**src/hw/ntm_sinh_defines.svh**
```systemverilog
// Widths, series length and Q4.12 coefficients for the sinh datapath
// Series length 1 to 4, each coefficient is 4096/((2k)(2k+1)) rounded
`ifndef NTM_SINH_DEFINES_SVH
`define NTM_SINH_DEFINES_SVH

// Element format, signed Q4.12
`define NTM_DATA_W 16
`define NTM_FRAC_W 12

// Row and column counts
`define NTM_SIZE_W 8

// Odd terms of the Taylor series, 1 to 4
`define NTM_SINH_TERMS 4

// term_k = term_(k-1) * x^2 * coef_k
`define NTM_COEF_1 683
`define NTM_COEF_2 205
`define NTM_COEF_3 98

`endif

```
**src/hw/ntm_sinh_pkg.sv**
```systemverilog
// Shared types of the matrix sinh datapath
// Widths come from the defines header

`include "ntm_sinh_defines.svh"

package ntm_sinh_pkg;

  // Signed Q4.12 element value
  typedef logic signed [`NTM_DATA_W-1:0] fix_t;

  // Full width product of two elements
  typedef logic signed [2*`NTM_DATA_W-1:0] prod_t;

  // Row or column count and index
  typedef logic [`NTM_SIZE_W-1:0] size_t;

  // Matrix controller
  typedef enum logic [1:0] {
    IDLE,
    WAIT_I,
    WAIT_J,
    COMPUTE
  } ctrl_state_t;

endpackage

```
**src/hw/ntm_sinh_elem_if.sv**
```systemverilog
// Element handshake between matrix controller and series unit
// One element in flight, start is not repeated before done

`timescale 1ns/1ps

interface ntm_sinh_elem_if;

  // Launch pulse and its operand
  logic               start;
  ntm_sinh_pkg::fix_t operand;

  // Completion pulse, result held until the next done
  logic               done;
  ntm_sinh_pkg::fix_t result;

  modport ctrl (
    output start,
    output operand,
    input  done,
    input  result
  );

  modport unit (
    input  start,
    input  operand,
    output done,
    output result
  );

endinterface

```
**src/hw/ntm_matrix_sinh_fsm.sv**
```systemverilog
// Row-major element sequencer, first element of a row waits on data_in_i_enable
// Input enables outside WAIT_I and WAIT_J are dropped

`timescale 1ns/1ps

module ntm_matrix_sinh_fsm (
  input  logic               CLK,
  input  logic               RST,

  // Matrix handshake
  input  logic               start,
  output logic               ready,
  input  logic               data_in_i_enable,
  input  logic               data_in_j_enable,
  output logic               data_out_i_enable,
  output logic               data_out_j_enable,

  // Element data
  input  ntm_sinh_pkg::fix_t data_in,
  output ntm_sinh_pkg::fix_t data_out,

  // Index counter
  output logic               cnt_clear,
  output logic               cnt_step,
  input  logic               row_end,
  input  logic               matrix_end,

  // Series unit
  ntm_sinh_elem_if.ctrl      elem
);

  ntm_sinh_pkg::ctrl_state_t state;
  logic                      take_elem;

  ////////////////////////////////////////
  // Counter control
  ////////////////////////////////////////

  // Sizes latched when start is accepted
  assign cnt_clear = (state == ntm_sinh_pkg::IDLE) && start;

  // Advance once per returned result
  assign cnt_step = (state == ntm_sinh_pkg::COMPUTE) && elem.done;

  // Element accepted from the environment
  assign take_elem = ((state == ntm_sinh_pkg::WAIT_I) && data_in_i_enable) ||
                     ((state == ntm_sinh_pkg::WAIT_J) && data_in_j_enable);

  ////////////////////////////////////////
  // State and output pulses
  ////////////////////////////////////////

  always_ff @(posedge CLK or posedge RST) begin
    if (RST) begin
      state             <= ntm_sinh_pkg::IDLE;
      ready             <= 1'b0;
      data_out_i_enable <= 1'b0;
      data_out_j_enable <= 1'b0;
      data_out          <= '0;
      elem.start        <= 1'b0;
    end else begin
      // All pulses one cycle wide
      ready             <= 1'b0;
      data_out_i_enable <= 1'b0;
      data_out_j_enable <= 1'b0;
      elem.start        <= 1'b0;

      case (state)
        ntm_sinh_pkg::IDLE: begin
          if (start) begin
            state <= ntm_sinh_pkg::WAIT_I;
          end
        end
        ntm_sinh_pkg::WAIT_I, ntm_sinh_pkg::WAIT_J: begin
          // Launch on the cycle after the enable
          if (take_elem) begin
            elem.start <= 1'b1;
            state      <= ntm_sinh_pkg::COMPUTE;
          end
        end
        ntm_sinh_pkg::COMPUTE: begin
          if (elem.done) begin
            data_out          <= elem.result;
            data_out_j_enable <= 1'b1;
            // Flags still describe the element just finished
            if (matrix_end) begin
              ready <= 1'b1;
              state <= ntm_sinh_pkg::IDLE;
            end else if (row_end) begin
              data_out_i_enable <= 1'b1;
              state             <= ntm_sinh_pkg::WAIT_I;
            end else begin
              state <= ntm_sinh_pkg::WAIT_J;
            end
          end
        end
        default: begin
          state <= ntm_sinh_pkg::IDLE;
        end
      endcase
    end
  end

  // Operand captured with the accepted enable
  always_ff @(posedge CLK) begin
    if (take_elem) begin
      elem.operand <= data_in;
    end
  end

endmodule

```
**src/hw/ntm_matrix_index_counter.sv**
```systemverilog
// Row and column position with registered end flags, sizes of zero unsupported

`timescale 1ns/1ps

module ntm_matrix_index_counter (
  input  logic                CLK,
  input  logic                RST,
  input  logic                clear,
  input  logic                step,
  input  ntm_sinh_pkg::size_t size_i,
  input  ntm_sinh_pkg::size_t size_j,
  output logic                row_end,
  output logic                matrix_end
);

  // Latched sizes and current position
  ntm_sinh_pkg::size_t si_q, sj_q, row_q, col_q;
  ntm_sinh_pkg::size_t si_nxt, sj_nxt, row_nxt, col_nxt;
  logic                row_end_nxt;

  always_comb begin
    si_nxt  = si_q;
    sj_nxt  = sj_q;
    row_nxt = row_q;
    col_nxt = col_q;
    if (clear) begin
      si_nxt  = size_i;
      sj_nxt  = size_j;
      row_nxt = '0;
      col_nxt = '0;
    end else if (step) begin
      // Column wraps at each row end, row wraps at matrix end
      col_nxt = row_end ? '0 : col_q + ntm_sinh_pkg::size_t'(1);
      if (matrix_end) begin
        row_nxt = '0;
      end else if (row_end) begin
        row_nxt = row_q + ntm_sinh_pkg::size_t'(1);
      end
    end
  end

  // Flags describe the position being held
  assign row_end_nxt = (col_nxt == sj_nxt - ntm_sinh_pkg::size_t'(1));

  always_ff @(posedge CLK or posedge RST) begin
    if (RST) begin
      si_q       <= '0;
      sj_q       <= '0;
      row_q      <= '0;
      col_q      <= '0;
      row_end    <= 1'b0;
      matrix_end <= 1'b0;
    end else begin
      si_q       <= si_nxt;
      sj_q       <= sj_nxt;
      row_q      <= row_nxt;
      col_q      <= col_nxt;
      row_end    <= row_end_nxt;
      matrix_end <= row_end_nxt && (row_nxt == si_nxt - ntm_sinh_pkg::size_t'(1));
    end
  end

endmodule

```
**src/hw/ntm_scalar_sinh_series.sv**
```systemverilog
// Truncated sinh series in Q4.12, x2, terms and sum all wrap at 16 bits
// done follows start by 2*NTM_SINH_TERMS cycles, one element at a time

`timescale 1ns/1ps
`include "ntm_sinh_defines.svh"

module ntm_scalar_sinh_series (
  input logic           CLK,
  input logic           RST,
  ntm_sinh_elem_if.unit elem
);

  // Step 0 forms x2, odd steps term*x2, even steps close a term
  localparam int LAST_STEP = 2 * `NTM_SINH_TERMS - 2;

  // Series state
  ntm_sinh_pkg::fix_t  x;
  ntm_sinh_pkg::fix_t  x2;
  ntm_sinh_pkg::fix_t  term;
  ntm_sinh_pkg::fix_t  partial;
  ntm_sinh_pkg::fix_t  sum;
  logic                busy;
  logic [2:0]          step_cnt;
  logic [1:0]          term_idx;
  logic                closes_term;
  logic                last_step;

  // Shared multiplier
  ntm_sinh_pkg::fix_t  mul_a;
  ntm_sinh_pkg::fix_t  mul_b;
  ntm_sinh_pkg::prod_t prod;
  ntm_sinh_pkg::fix_t  prod_q;
  ntm_sinh_pkg::fix_t  coef;
  ntm_sinh_pkg::fix_t  sum_nxt;

  assign term_idx    = step_cnt[2:1];
  assign closes_term = (step_cnt != 3'd0) && !step_cnt[0];
  assign last_step   = busy && (step_cnt == 3'(LAST_STEP));

  ////////////////////////////////////////
  // Multiplier and accumulate
  ////////////////////////////////////////

  // Coefficient of the term being closed
  always_comb begin
    case (term_idx)
      2'd1:    coef = ntm_sinh_pkg::fix_t'(`NTM_COEF_1);
      2'd2:    coef = ntm_sinh_pkg::fix_t'(`NTM_COEF_2);
      default: coef = ntm_sinh_pkg::fix_t'(`NTM_COEF_3);
    endcase
  end

  always_comb begin
    if (step_cnt == 3'd0) begin
      mul_a = x;
      mul_b = x;
    end else if (step_cnt[0]) begin
      mul_a = term;
      mul_b = x2;
    end else begin
      mul_a = partial;
      mul_b = coef;
    end
  end

  // Signed full width product, arithmetic shift by the fraction bits
  assign prod    = mul_a * mul_b;
  assign prod_q  = prod[`NTM_FRAC_W+`NTM_DATA_W-1:`NTM_FRAC_W];
  assign sum_nxt = closes_term ? sum + prod_q : sum;

  ////////////////////////////////////////
  // Sequencing
  ////////////////////////////////////////

  always_ff @(posedge CLK or posedge RST) begin
    if (RST) begin
      busy      <= 1'b0;
      step_cnt  <= '0;
      elem.done <= 1'b0;
    end else begin
      elem.done <= 1'b0;
      if (elem.start) begin
        busy     <= 1'b1;
        step_cnt <= '0;
      end else if (last_step) begin
        busy      <= 1'b0;
        elem.done <= 1'b1;
      end else if (busy) begin
        step_cnt <= step_cnt + 3'd1;
      end
    end
  end

  always_ff @(posedge CLK) begin
    if (elem.start) begin
      // First term is x itself
      x    <= elem.operand;
      term <= elem.operand;
      sum  <= elem.operand;
    end else if (busy) begin
      if (step_cnt == 3'd0) begin
        x2 <= prod_q;
      end else if (step_cnt[0]) begin
        partial <= prod_q;
      end else begin
        term <= prod_q;
        sum  <= sum_nxt;
      end
    end
    // Result stays put until the next element finishes
    if (last_step) begin
      elem.result <= sum_nxt;
    end
  end

endmodule

```
**src/hw/ntm_matrix_sinh_function.sv**
```systemverilog
// Element-wise sinh over a row-major matrix in signed Q4.12
// Sizes sampled at start, first output 2*NTM_SINH_TERMS+2 cycles after its enable

`timescale 1ns/1ps

module ntm_matrix_sinh_function (
  input  logic                CLK,
  input  logic                RST,

  // Control
  input  logic                start,
  output logic                ready,
  input  logic                data_in_i_enable,
  input  logic                data_in_j_enable,
  output logic                data_out_i_enable,
  output logic                data_out_j_enable,

  // Data
  input  ntm_sinh_pkg::size_t size_i,
  input  ntm_sinh_pkg::size_t size_j,
  input  ntm_sinh_pkg::fix_t  data_in,
  output ntm_sinh_pkg::fix_t  data_out
);

  // Counter handshake
  logic cnt_clear;
  logic cnt_step;
  logic row_end;
  logic matrix_end;

  // Controller to series unit
  ntm_sinh_elem_if elem ();

  ntm_matrix_sinh_fsm matrix_sinh_fsm (
    .CLK               (CLK),
    .RST               (RST),
    .start             (start),
    .ready             (ready),
    .data_in_i_enable  (data_in_i_enable),
    .data_in_j_enable  (data_in_j_enable),
    .data_out_i_enable (data_out_i_enable),
    .data_out_j_enable (data_out_j_enable),
    .data_in           (data_in),
    .data_out          (data_out),
    .cnt_clear         (cnt_clear),
    .cnt_step          (cnt_step),
    .row_end           (row_end),
    .matrix_end        (matrix_end),
    .elem              (elem.ctrl)
  );

  ntm_matrix_index_counter index_counter (
    .CLK        (CLK),
    .RST        (RST),
    .clear      (cnt_clear),
    .step       (cnt_step),
    .size_i     (size_i),
    .size_j     (size_j),
    .row_end    (row_end),
    .matrix_end (matrix_end)
  );

  ntm_scalar_sinh_series scalar_sinh_series (
    .CLK  (CLK),
    .RST  (RST),
    .elem (elem.unit)
  );

endmodule

```
**config.mk**
```make
export PLATFORM = sky130hd
export DESIGN_NAME = ntm_matrix_sinh_function
export DESIGN_NICKNAME = d
export VERILOG_FILES = /design/src/hw/ntm_sinh_pkg.sv /design/src/hw/ntm_sinh_elem_if.sv /design/src/hw/ntm_matrix_sinh_fsm.sv /design/src/hw/ntm_matrix_index_counter.sv /design/src/hw/ntm_scalar_sinh_series.sv /design/src/hw/ntm_matrix_sinh_function.sv
export VERILOG_INCLUDE_DIRS = /design/src /design/src/hw
export SDC_FILE = /design/constraint.sdc
export NUM_CORES = 1
export LEC_CHECK = 0
export BUFFER_PORTS_ARGS = -buffer_cell sky130_fd_sc_hd__buf_2
export CORE_ASPECT_RATIO = 1.25
export CORE_MARGIN = 2
export CORE_UTILIZATION = 25
export DETAILED_ROUTE_END_ITERATION = 8
export RECOVER_POWER = 50
export SKIP_CTS_REPAIR_TIMING = 1
export SLEW_MARGIN = 20
export SYNTH_ARGS = -nofsm -noshare
export SYNTH_HDL_FRONTEND = slang
export SYNTH_HIERARCHICAL = 1
export SYNTH_SLANG_ARGS = --single-unit
```
**constraint.sdc**
```tcl
create_clock -name CLK -period 14 [get_ports CLK]
set_clock_uncertainty 0.05 [all_clocks]
set_input_delay 2.1 -clock CLK [delete_from_list [all_inputs] [get_ports CLK]]
set_output_delay 2.1 -clock CLK [all_outputs]
set_load 0.02 [all_outputs]
```
==> metrics.md, run 1 <==
| Metric | Value |
|---|---|
| Status | `complete, but fails checks` |
| Failing checks | `capacitance limit, slew limit` |
| Worst slew margin | `-0.4028` |
| Leakage | `8.457 nW` |
| Initial antenna violation count | `1` |
| Worst setup SP type | `register` |
| Setup CP Type | `reg2reg` |
| Final core area utilization | `0.2794` |
| Routed vias | `12089` |
| Syn_area_per_cell | `10.14 µm²` |
| Yosys top cell by area | `fa_1` |
| VDD IR max | `75.07 µV` |
| Chip Height | `296.9 µm` |
| Die Area | `70740 µm²` |
| Worst Tran Pin Value | `2104 ps` |
| EDFF count, synth | `112` |
| Initial cell density of the core | `0.2522` |
| Core ar. | `68010 µm²` |
| Area growth syn-to-layout | `10.77%` |
| Seq/Total Area, Yosys | `0.2851` |
| Vias in the first global route | `13384` |
| Final Hold Vio Count | `0` |
| HPWL Detailed | `36660 µm` |
| Cells after synthesis | `1691` |
| Ys Warns | `6` |
| CTS tree | `yes` |
| I/O Pins | `56` |
| Clock Latency Late Sink | `430 ps` |
| Vias per cell | `4.595` |
| Netlist cell types | `82` |
| CTS sink count | `173` |
| CTS H-tree depth | `4` |
| Slowest CP cell | `a21oi_1` |
| CTS max path bufs | `2` |
| GP Congestion | `0.9279` |
| Port-buffer cells | `55` |
| Root buffer cell | `clkbuf_16` |
| Ant. Diodes | `0` |
| Final Cell Area | `19000 µm²` |
| Layout cells sized above 1 | `0.08869` |
| Synth Net Count | `2062` |
| Most frequent cell after synthesis | `inv_1` |
| Die span in x | `238.3 µm` |
| Tot GR Track Use | `0.1334` |
| Setup tns final | `0 ps` |
| Worst EP arrival | `10570 ps` |
| Unrepaired setup endpoints after global routing | `false` |
| Crit. End Element | `register` |
| Final worst path period need | `10440 ps` |
| Max frequency | `95.81 MHz` |
| Nets@finish | `2117` |
| First-pass GRT wire length | `73420 µm` |
| DRC Markers | `0` |
| Critical Path RT | `14130 ps` |
| Worst min path class | `reg2reg` |
| Register bit total from synthesis | `173` |
| Row cnt | `107` |
| Final setup violation count | `0` |
| CTS buffer count | `17` |
| Top cells by area, synth | `fa_1 27%, edfxtp_1 20%, dfrtp_1 8.9%, ha_1 7.7%, inv_1 7.0%` |
| Largest net degree at the start of global routing | `41` |
| Clk slew on worst S/H paths | `70 ps` |
| Detailed Route Iter0 Violations | `561` |
| Routed Antenna Nets | `0` |
| Total congestion overflow | `0` |
| Top cell type's share of synthesized area | `0.2673` |
| Total iterations of the first detailed-routing run | `6` |
| Post-synth top cells | `319 x inv_1, 229 x fa_1, 191 x nand2_1, 176 x nor2_1, 112 x edfxtp_1` |
| Post-placement cell area | `18490 µm²` |
| Max incr delay on CP | `780 ps` |
| Predominant post-synthesis flop cell | `edfxtp_1` |
| Fin. max-slew vios | `150` |
| Fraction of registers with async set/reset | `0.3526` |
| Total Wirelength | `45700 µm` |
| Synthesized cell area | `17150 µm²` |
| Worst-path fanout max | `21` |
| Post-DR wirelength/cell | `17.37 µm` |
| Cell Pwr Density | `52.31 nW/µm²` |
| Max Cap Viol | `4` |
| Fin crit share | `0.7455` |
| Filler cell count in the final layout | `7139` |
## power breakdown
part	internal, mW	leakage, nW	switching, mW
sequential	0.540	1.65	0
clock	0.245	0.253	0.199
combinational	0.00337	6.55	0.00646
total	0.789	8.46	0.205
## routing by layer
metal / GRT usage / up-vias / part of all wire
li1: - / 5513 / -
met1: 0.1488 / 6129 / 0.38
met2: 0.2466 / 329 / 0.53
met3: 0.01822 / 116 / 0.044
met4: 0.06488 / 2 / 0.049
met5: 0 / - / 0.00028
## critical path: cells and delay by family, from the launching register on
| family | cells | cell delay, ps |
|---|---|---|
| fa+ha+maj | 9 | 4040 |
| compound gates | 13 | 3650 |
| simple gates | 5 | 1200 |
| buf+inv | 7 | 750 |
| flops | 1 | 430 |
| mux | 1 | 90 |
## area by class of cell
class / instances / area, µm² / share of cell area
Clock buffer: 19 / 432.9 / 0.02279
Clock inverter: 13 / 115.1 / 0.006059
Inverter: 320 / 1201 / 0.06322
Multi-Input combinational cell: 1155 / 10840 / 0.5707
Sequential cell: 173 / 4890 / 0.2574
Tap cell: 872 / 1091 / 0.05743
Timing Repair Buffer: 79 / 426.7 / 0.02246
## cells by family after synthesis
kind of cell | share of synthesized area
AOI/OAI and AO/OA | 0.07718
xor gates and xnor gates | 0.04267
adders and majority gates | 0.3439
buffers and inverters | 0.08221
DFF | 0.2851
muxes | 0.04617
and+or+nand+nor | 0.1228
## sequential cells by signal, summed over array words and instances, names as in the netlist, 3 cells and up
name                            flops
matrix_sinh_fsm/data_out           16
index_counter/col_q                 8
scalar_sinh_series/x               16
scalar_sinh_series/term            16
scalar_sinh_series/sum             16
scalar_sinh_series/partial         16
index_counter/row_q                 8
index_counter/sj_q                  8
scalar_sinh_series/elem.result     16
matrix_sinh_fsm/elem.operand       16
index_counter/si_q                  8
scalar_sinh_series/x2              16
scalar_sinh_series/step_cnt         3
## placed cells by master, fill, tap and decap left out, types with 8 or more instances in the layout
| master | count |
|---|---|
| buf_2 | 44 |
| a21o_1 | 22 |
| inv_1 | 319 |
| xnor2_1 | 47 |
| o21a_1 | 18 |
| fa_1 | 229 |
| ha_1 | 105 |
| o21ai_1 | 10 |
| nand2b_1 | 8 |
| o21ai_0 | 35 |
| nor3_1 | 14 |
| clkbuf_16 | 17 |
| clkbuf_1 | 17 |
| mux2_2 | 34 |
| xor2_1 | 20 |
| a21oi_1 | 49 |
| o21bai_1 | 8 |
| nor2_1 | 176 |
| mux2i_1 | 30 |
| o211ai_1 | 9 |
| nand3_1 | 14 |
| buf_4 | 20 |
| nand4_1 | 10 |
| edfxtp_1 | 112 |
| nand2_1 | 192 |
| dfrtp_1 | 61 |
## path summary, 6_finish.rpt
check                           slack [ps]                                          to                                       start  cells past startpoint
worst max-delay path                  3560        scalar_sinh_series/sum[15]$_DFFE_PP_  scalar_sinh_series/step_cnt[1]$_DFFE_PP0P_                     35
worst min-delay path                   390          scalar_sinh_series/x[15]$_DFFE_PP_  matrix_sinh_fsm/elem.operand[15]$_DFFE_PP_                      0
worst max register to register        3560        scalar_sinh_series/sum[15]$_DFFE_PP_  scalar_sinh_series/step_cnt[1]$_DFFE_PP0P_                     35
worst min register to register         390          scalar_sinh_series/x[15]$_DFFE_PP_  matrix_sinh_fsm/elem.operand[15]$_DFFE_PP_                      0
max in group asynchronous            10500             index_counter/si_q[7]$_DFF_PP0_                                         RST                      3
min in group asynchronous             1560  scalar_sinh_series/step_cnt[2]$_DFFE_PP0P_                                         RST                      2
## through the flow
stage	power (mW)	hold WS [ps]	instances	setup slack (ps)
4_1_cts	1.005	403.3	2631	3649
2_1_floorplan	0.5534	368.1	1691	4792
5_1_grt	1.026	419.5	2631	2975
6_report	0.9940	392.8	2631	3563
3_3_place_gp	0.5614	409.1	2599	3867
3_5_place_dp	0.5615	388.4	2599	3658
No activity file was read; power rests on OpenSTA's default activity.
==> run 2, diff against run 1 <==
==> constraint.sdc (replaced) <==
create_clock -name CLK -period 8.9 [get_ports CLK]
set_clock_uncertainty 0.05 [all_clocks]
set_input_delay 1.335 -clock CLK [delete_from_list [all_inputs] [get_ports CLK]]
set_output_delay 1.335 -clock CLK [all_outputs]
set_load 0.02 [all_outputs]
==> metrics.md, run 2 (synthesis results as in run 1) <==
| Metric | Value |
|---|---|
| Worst Tran Pin Value | `1860 ps (was 2104 ps)` |
| Most frequent cells in the layout | `313 x inv_1, 226 x fa_1, 190 x nand2_1 (was 319 x inv_1, 229 x fa_1, 192 x nand2_1)` |
| I/O Pins | `56 (unchanged)` |
| Row cnt | `107 (unchanged)` |
| Max incr delay on CP | `610 ps (was 780 ps)` |
| Die Area | `70740 µm² (unchanged)` |
| Final Hold Vio Count | `0 (unchanged)` |
| Total Wirelength | `45960 µm (was 45700 µm)` |
| Worst R2R End | `scalar_sinh_series/sum[15]$_DFFE_PP_ (unchanged)` |
| Final setup violation count | `0 (unchanged)` |
| Vias in the first global route | `13501 (was 13384)` |
| Worst slew margin | `-0.2397 (was -0.4028)` |
| Post-DR wirelength/cell | `16.62 µm (was 17.37 µm)` |
| M1 WL | `17640 µm (was 17300 µm)` |
| CTS sink count | `173 (unchanged)` |
| CTS tree | `yes (unchanged)` |
| Core ar. | `68010 µm² (unchanged)` |
| Setup CP Type | `reg2reg (unchanged)` |
| Largest net degree at the start of global routing | `41 (unchanged)` |
| Leakage | `9.273 nW (was 8.457 nW)` |
| Met2 Wirelength | `24680 µm (was 24170 µm)` |
| Status | `complete, but fails checks (unchanged)` |
| Fin. max-slew vios | `35 (was 150)` |
| Met3 WL | `1767 µm (was 1998 µm)` |
| CTS buffer count | `17 (unchanged)` |
| Final Cell Area | `20550 µm² (was 19000 µm²)` |
| CTS H-tree depth | `4 (unchanged)` |
| Routed Antenna Nets | `0 (unchanged)` |
| Cell Pwr Density | `75.25 nW/µm² (was 52.31 nW/µm²)` |
| First-pass GRT wire length | `73400 µm (was 73420 µm)` |
| DRC Markers | `0 (unchanged)` |
| Most common cell after layout, fill and taps aside | `inv_1 (unchanged)` |
| Worst reg2reg path startpoint | `scalar_sinh_series/step_cnt[1]$_DFFE_PP0P_ (unchanged)` |
| Root buffer cell | `clkbuf_16 (unchanged)` |
| Crit-path most repeated cell | `fa_1` |
| Layout cells sized above 1 | `0.1996 (was 0.08869)` |
| Failing checks | `capacitance limit, slew limit (unchanged)` |
| Reg2reg setup slack | `310 ps (was 3560 ps)` |
| Nets@finish | `2252 (was 2117)` |
| Worst min path class | `reg2reg (unchanged)` |
| VDD IR max | `122.3 µV (was 75.07 µV)` |
| GP Congestion | `0.9782 (was 0.9279)` |
| Worst EP arrival | `8720 ps (was 10570 ps)` |
| CP startpoint | `scalar_sinh_series/step_cnt[1]$_DFFE_PP0P_ (unchanged)` |
| Fin crit share | `0.9648 (was 0.7455)` |
| Vias per cell | `4.489 (was 4.595)` |
| Final worst path period need | `8587 ps (was 10440 ps)` |
| Tot GR Track Use | `0.1320 (was 0.1334)` |
| Worst setup SP type | `register (unchanged)` |
| Hold slack | `403.7 ps (was 392.8 ps)` |
| Crit. End Element | `register (unchanged)` |
| Uppermost routed layer | `met5 (unchanged)` |
| Setup tns final | `0 ps (unchanged)` |
| Total congestion overflow | `0 (unchanged)` |
| Chip Height | `296.9 µm (unchanged)` |
| Max frequency | `116.5 MHz (was 95.81 MHz)` |
| Clk slew on worst S/H paths | `60 ps (was 70 ps)` |
| Post-placement cell area | `19350 µm² (was 18490 µm²)` |
| Total iterations of the first detailed-routing run | `7 (was 6)` |
| Max Cap Viol | `1 (was 4)` |
| Clock Latency Late Sink | `440 ps (was 430 ps)` |
| CTS max path bufs | `2 (unchanged)` |
| Routed vias | `12417 (was 12089)` |
| Critical Path Sink | `scalar_sinh_series/sum[15]$_DFFE_PP_ (unchanged)` |
| Area growth syn-to-layout | `19.83% (was 10.77%)` |
| Initial cell density of the core | `0.2522 (unchanged)` |
| Die span in x | `238.3 µm (unchanged)` |
| Critical Path RT | `9030 ps (was 14130 ps)` |
| Detailed Route Iter0 Violations | `548 (was 561)` |
| HPWL Detailed | `38520 µm (was 36660 µm)` |
| Worst-path fanout max | `6 (was 21)` |
| Port-buffer cells | `55 (unchanged)` |
| Worst reg2reg path depth | `33 (was 35)` |
| Total power | `1.547 mW (was 994.0 µW)` |
| Slowest CP cell | `fa_1 (was a21oi_1)` |
| Ant. Diodes | `0 (unchanged)` |
| Initial antenna violation count | `2 (was 1)` |
==> run 2: changes by cell type in the layout (fill, tap and decap cells not counted), moves of 8 or more <==
cell / before / now
a21oi_1: 49 / 37
buf_6: 0 / 10
a21oi_2: 0 / 9
ha_4: 0 / 8
ha_1: 105 / 95
buf_4: 20 / 140
==> run 2: metrics by stage <==
stage | std cells | setup slack, ps | util
after floorplan | 1691 | 12.04 | -
after global placement | 2708 | -191.2 | 0.2846
after detailed placement | 2708 | -273.3 | 0.2846
after CTS | 2740 | -299.6 | 0.2925
after global routing | 2766 | -17.33 | 0.3022
final | 2766 | 313.1 | 0.3022
==> run 2: layer usage <==
layer  up-vias  global-route usage
li1       5787                   -
met1      6239              0.1470
met2       301              0.2484
met3        86             0.01868
met4         4             0.05491
met5         -                   0
==> run 2: critical path, delay by kind of cell, from the launching register on <==
family | cells | cell delay [ps]
muxes | 1 | 70
adders and majority gates | 9 | 3870
and+or+nand+nor | 5 | 940
DFF | 1 | 370
xor gates and xnor gates | 1 | 150
buffers and inverters | 7 | 640
AOI/OAI and AO/OA | 10 | 2240
==> run 2: area by class of cell <==
class	count	area, µm²
flip-flops and latches	173	4891
well taps	872	1091
clock inverters	9	62.56
fillers	7030	47460
inverters	320	1201
repair buffers	213	1540
multi-input cells	1156	11290
clock buffers	23	478.0
==> run 2: how the worst min path moves through the flow <==
| stage | cells past startpoint | slack (ps) | startpoint | endpoint |
|---|---|---|---|---|
| 4_1_cts | 0 | 410 | matrix_sinh_fsm/elem.operand[2]$_DFFE_PP_ | scalar_sinh_series/x[2]$_DFFE_PP_ |
| 2_1_floorplan | 0 | 370 | matrix_sinh_fsm/elem.operand[15]$_DFFE_PP_ | scalar_sinh_series/x[15]$_DFFE_PP_ |
| 3_3_place_gp | 0 | 380 | matrix_sinh_fsm/elem.operand[15]$_DFFE_PP_ | scalar_sinh_series/x[15]$_DFFE_PP_ |
| 3_5_place_dp | 0 | 390 | matrix_sinh_fsm/elem.operand[2]$_DFFE_PP_ | scalar_sinh_series/x[2]$_DFFE_PP_ |
| 5_1_grt | 0 | 430 | matrix_sinh_fsm/elem.operand[2]$_DFFE_PP_ | scalar_sinh_series/x[2]$_DFFE_PP_ |
| 6_report | 0 | 400 | matrix_sinh_fsm/elem.operand[2]$_DFFE_PP_ | scalar_sinh_series/x[2]$_DFFE_PP_ |
==> run 2: report_power, final <==
| part | switching, mW | total (mW) | internal (mW) | leakage, nW |
|---|---|---|---|---|
| clock network | 0.303 | 0.682 | 0.379 | 0.257 |
| registers | 0 | 0.850 | 0.850 | 1.65 |
| logic | 0.00961 | 0.0152 | 0.00562 | 7.36 |
==> run 3, diff against run 2 <==
--- a/config.mk
+++ b/config.mk
@@ -10,6 +10,7 @@
 export CORE_ASPECT_RATIO = 1.25
 export CORE_MARGIN = 2
 export CORE_UTILIZATION = 25
+export CTS_BUF_LIST = sky130_fd_sc_hd__clkbuf_4 sky130_fd_sc_hd__clkbuf_8
 export DETAILED_ROUTE_END_ITERATION = 8
 export RECOVER_POWER = 50
 export SKIP_CTS_REPAIR_TIMING = 1
==> metrics.md, run 3 (synthesis results as in run 1) <==
| Metric | Value |
|---|---|
| Status | `complete, but fails checks (unchanged)` |
| Failing checks | `capacitance limit, slew limit (unchanged)` |
| Fin. max-slew vios | `116 (was 35)` |
| Final Hold Vio Count | `0 (unchanged)` |
| Total iterations of the first detailed-routing run | `7 (unchanged)` |
| Clock Latency Late Sink | `490 ps (was 440 ps)` |
| Switching share of power | `0.2130 (was 0.2023)` |
| Seq pwr share | `0.619 (was 0.549)` |
| Worst reg2reg path depth | `34 (was 33)` |
| Total power | `1.370 mW (was 1.547 mW)` |
| Clock group share of total power | `0.369 (was 0.441)` |
| Worst Tran Pin Value | `2012 ps (was 1860 ps)` |
| Int Pwr | `1.078 mW (was 1.234 mW)` |
| Final setup violation count | `0 (unchanged)` |
| Final worst path period need | `8571 ps (was 8587 ps)` |
| HPWL Detailed | `38520 µm (unchanged)` |
| Filler cell count in the final layout | `7036 (was 7030)` |
| Vias per cell | `4.471 (was 4.489)` |
| Max Cap Viol | `3 (was 1)` |
| GP Congestion | `0.9782 (unchanged)` |
| Crit-path most repeated cell | `fa_1 (unchanged)` |
| Worst setup SP type | `register (unchanged)` |
| Most common cell after layout, fill and taps aside | `inv_1 (unchanged)` |
| Crit. End Element | `register (unchanged)` |
| Most frequent cells in the layout | `312 x inv_1, 225 x fa_1, 188 x nand2_1 (was 313 x inv_1, 226 x fa_1, 190 x nand2_1)` |
| Detailed Route Iter0 Violations | `516 (was 548)` |
| Post-DR wirelength/cell | `16.60 µm (was 16.62 µm)` |
| Initial antenna violation count | `2 (unchanged)` |
| Post-placement cell area | `19350 µm² (unchanged)` |
| CTS sink count | `173 (unchanged)` |
| CTS max path bufs | `2 (unchanged)` |
| Total Wirelength | `45970 µm (was 45960 µm)` |
| CTS buffer count | `17 (unchanged)` |
| Comb power frac | `0.011 (was 0.010)` |
| Worst min path class | `reg2reg (unchanged)` |
| DRC Markers | `0 (unchanged)` |
| Max incr delay on CP | `610 ps (about the same)` |
| Worst EP arrival | `8760 ps (was 8720 ps)` |
| Setup CP Type | `reg2reg (unchanged)` |
| Nets@finish | `2255 (was 2252)` |
| Die span in x | `238.3 µm (unchanged)` |
| Area growth syn-to-layout | `19.02% (was 19.83%)` |
| Layout cells sized above 1 | `0.2014 (was 0.1996)` |
| Core ar. | `68010 µm² (unchanged)` |
| Root buffer cell | `clkbuf_8 (was clkbuf_16)` |
| Chip Height | `296.9 µm (unchanged)` |
| I/O Pins | `56 (unchanged)` |
| Setup tns final | `0 ps (unchanged)` |
| Worst-path fanout max | `5 (was 6)` |
| CTS H-tree depth | `4 (unchanged)` |
| CTS tree | `yes (unchanged)` |
| First-pass GRT wire length | `73190 µm (was 73400 µm)` |
| Hold Path Stages | `0 (unchanged)` |
| Routed Antenna Nets | `0 (unchanged)` |
| Final Cell Area | `20420 µm² (was 20550 µm²)` |
| Slowest CP cell | `fa_1 (unchanged)` |
| Tot GR Track Use | `0.1316 (was 0.1320)` |
| Critical Path RT | `9090 ps (was 9030 ps)` |
| Reg2reg setup slack | `330 ps (was 310 ps)` |
| Ant. Diodes | `0 (unchanged)` |
| VDD IR max | `83.92 µV (was 122.3 µV)` |
| Clk slew on worst S/H paths | `90 ps (was 60 ps)` |
| Row cnt | `107 (unchanged)` |
| Largest net degree at the start of global routing | `41 (unchanged)` |
| Leakage | `9.216 nW (was 9.273 nW)` |
| Vias in the first global route | `13488 (was 13501)` |
| Port-buffer cells | `55 (unchanged)` |
| Worst slew margin | `-0.3412 (was -0.2397)` |
| Cell Pwr Density | `67.08 nW/µm² (was 75.25 nW/µm²)` |
| Routed vias | `12379 (was 12417)` |
| Psw | `291.7 µW (was 312.9 µW)` |
| Max frequency | `116.7 MHz (was 116.5 MHz)` |
| Total congestion overflow | `0 (unchanged)` |
| Fin crit share | `0.9631 (was 0.9648)` |
| Initial cell density of the core | `0.2522 (unchanged)` |
| Die Area | `70740 µm² (unchanged)` |
[run 3: worst max-delay path, delay by kind of cell (launching register included)]
kind | cells | cell delay [ps]
xor gates and xnor gates | 1 | 200
muxes | 1 | 90
DFF | 1 | 370
buffers and inverters | 8 | 760
adders and majority gates | 9 | 3860
and+or+nand+nor | 8 | 1460
AOI/OAI and AO/OA | 7 | 1560
[run 3: area by class of cell]
| class | instances | area, µm² | share of cell area |
|---|---|---|---|
| Clock inverter | 9 | 62.56 | 0.003064 |
| Sequential cell | 173 | 4891 | 0.2396 |
| Multi-Input combinational cell | 1156 | 11310 | 0.5540 |
| Tap cell | 872 | 1091 | 0.05344 |
| Timing Repair Buffer | 216 | 1563 | 0.07655 |
| Inverter | 320 | 1201 | 0.05883 |
| Clock buffer | 23 | 297.8 | 0.01459 |
[run 3: power groups by stage]
stage / Clock, mW / Sequential [mW] / Combinational, mW
after floorplan: 0 / 0.866 / 0.00448
after global placement: 0 / 0.866 / 0.0160
after detailed placement: 0 / 0.866 / 0.0164
after CTS: 0.521 / 0.848 / 0.0165
after global routing: 0.553 / 0.848 / 0.0175
final: 0.506 / 0.848 / 0.0153
[run 3: stage by stage]
step / std cells / util / hold WS, ps / setup slack, ps
2_1_floorplan: 1691 / - / 368.1 / 12.04
3_3_place_gp: 2708 / 0.2846 / 382.4 / -191.2
3_5_place_dp: 2708 / 0.2846 / 391.9 / -273.3
4_1_cts: 2740 / 0.2899 / 411.9 / -299.2
5_1_grt: 2769 / 0.3002 / 432.4 / -30.02
6_report: 2769 / 0.3002 / 410.7 / 328.7
[run 3: final timing paths]
kind,from,to
setup / recovery,scalar_sinh_series/step_cnt[1]$_DFFE_PP0P_,scalar_sinh_series/sum[15]$_DFFE_PP_
hold / removal,matrix_sinh_fsm/elem.operand[2]$_DFFE_PP_,scalar_sinh_series/x[2]$_DFFE_PP_
setup reg to reg,scalar_sinh_series/step_cnt[1]$_DFFE_PP0P_,scalar_sinh_series/sum[15]$_DFFE_PP_
hold reg to reg,matrix_sinh_fsm/elem.operand[2]$_DFFE_PP_,scalar_sinh_series/x[2]$_DFFE_PP_
max in group asynchronous,RST,index_counter/row_q[6]$_DFF_PP0_
min in group asynchronous,RST,scalar_sinh_series/elem.done$_DFF_PP0_
[run 3: per-layer routing]
metal | global-route usage | wire, µm | vias to the layer above
met5 | 0 | 26 | -
met4 | 0.05000 | 1709 | 4
met3 | 0.02175 | 1914 | 82
met2 | 0.2472 | 24580 | 277
met1 | 0.1469 | 17740 | 6226
li1 | - | - | 5790
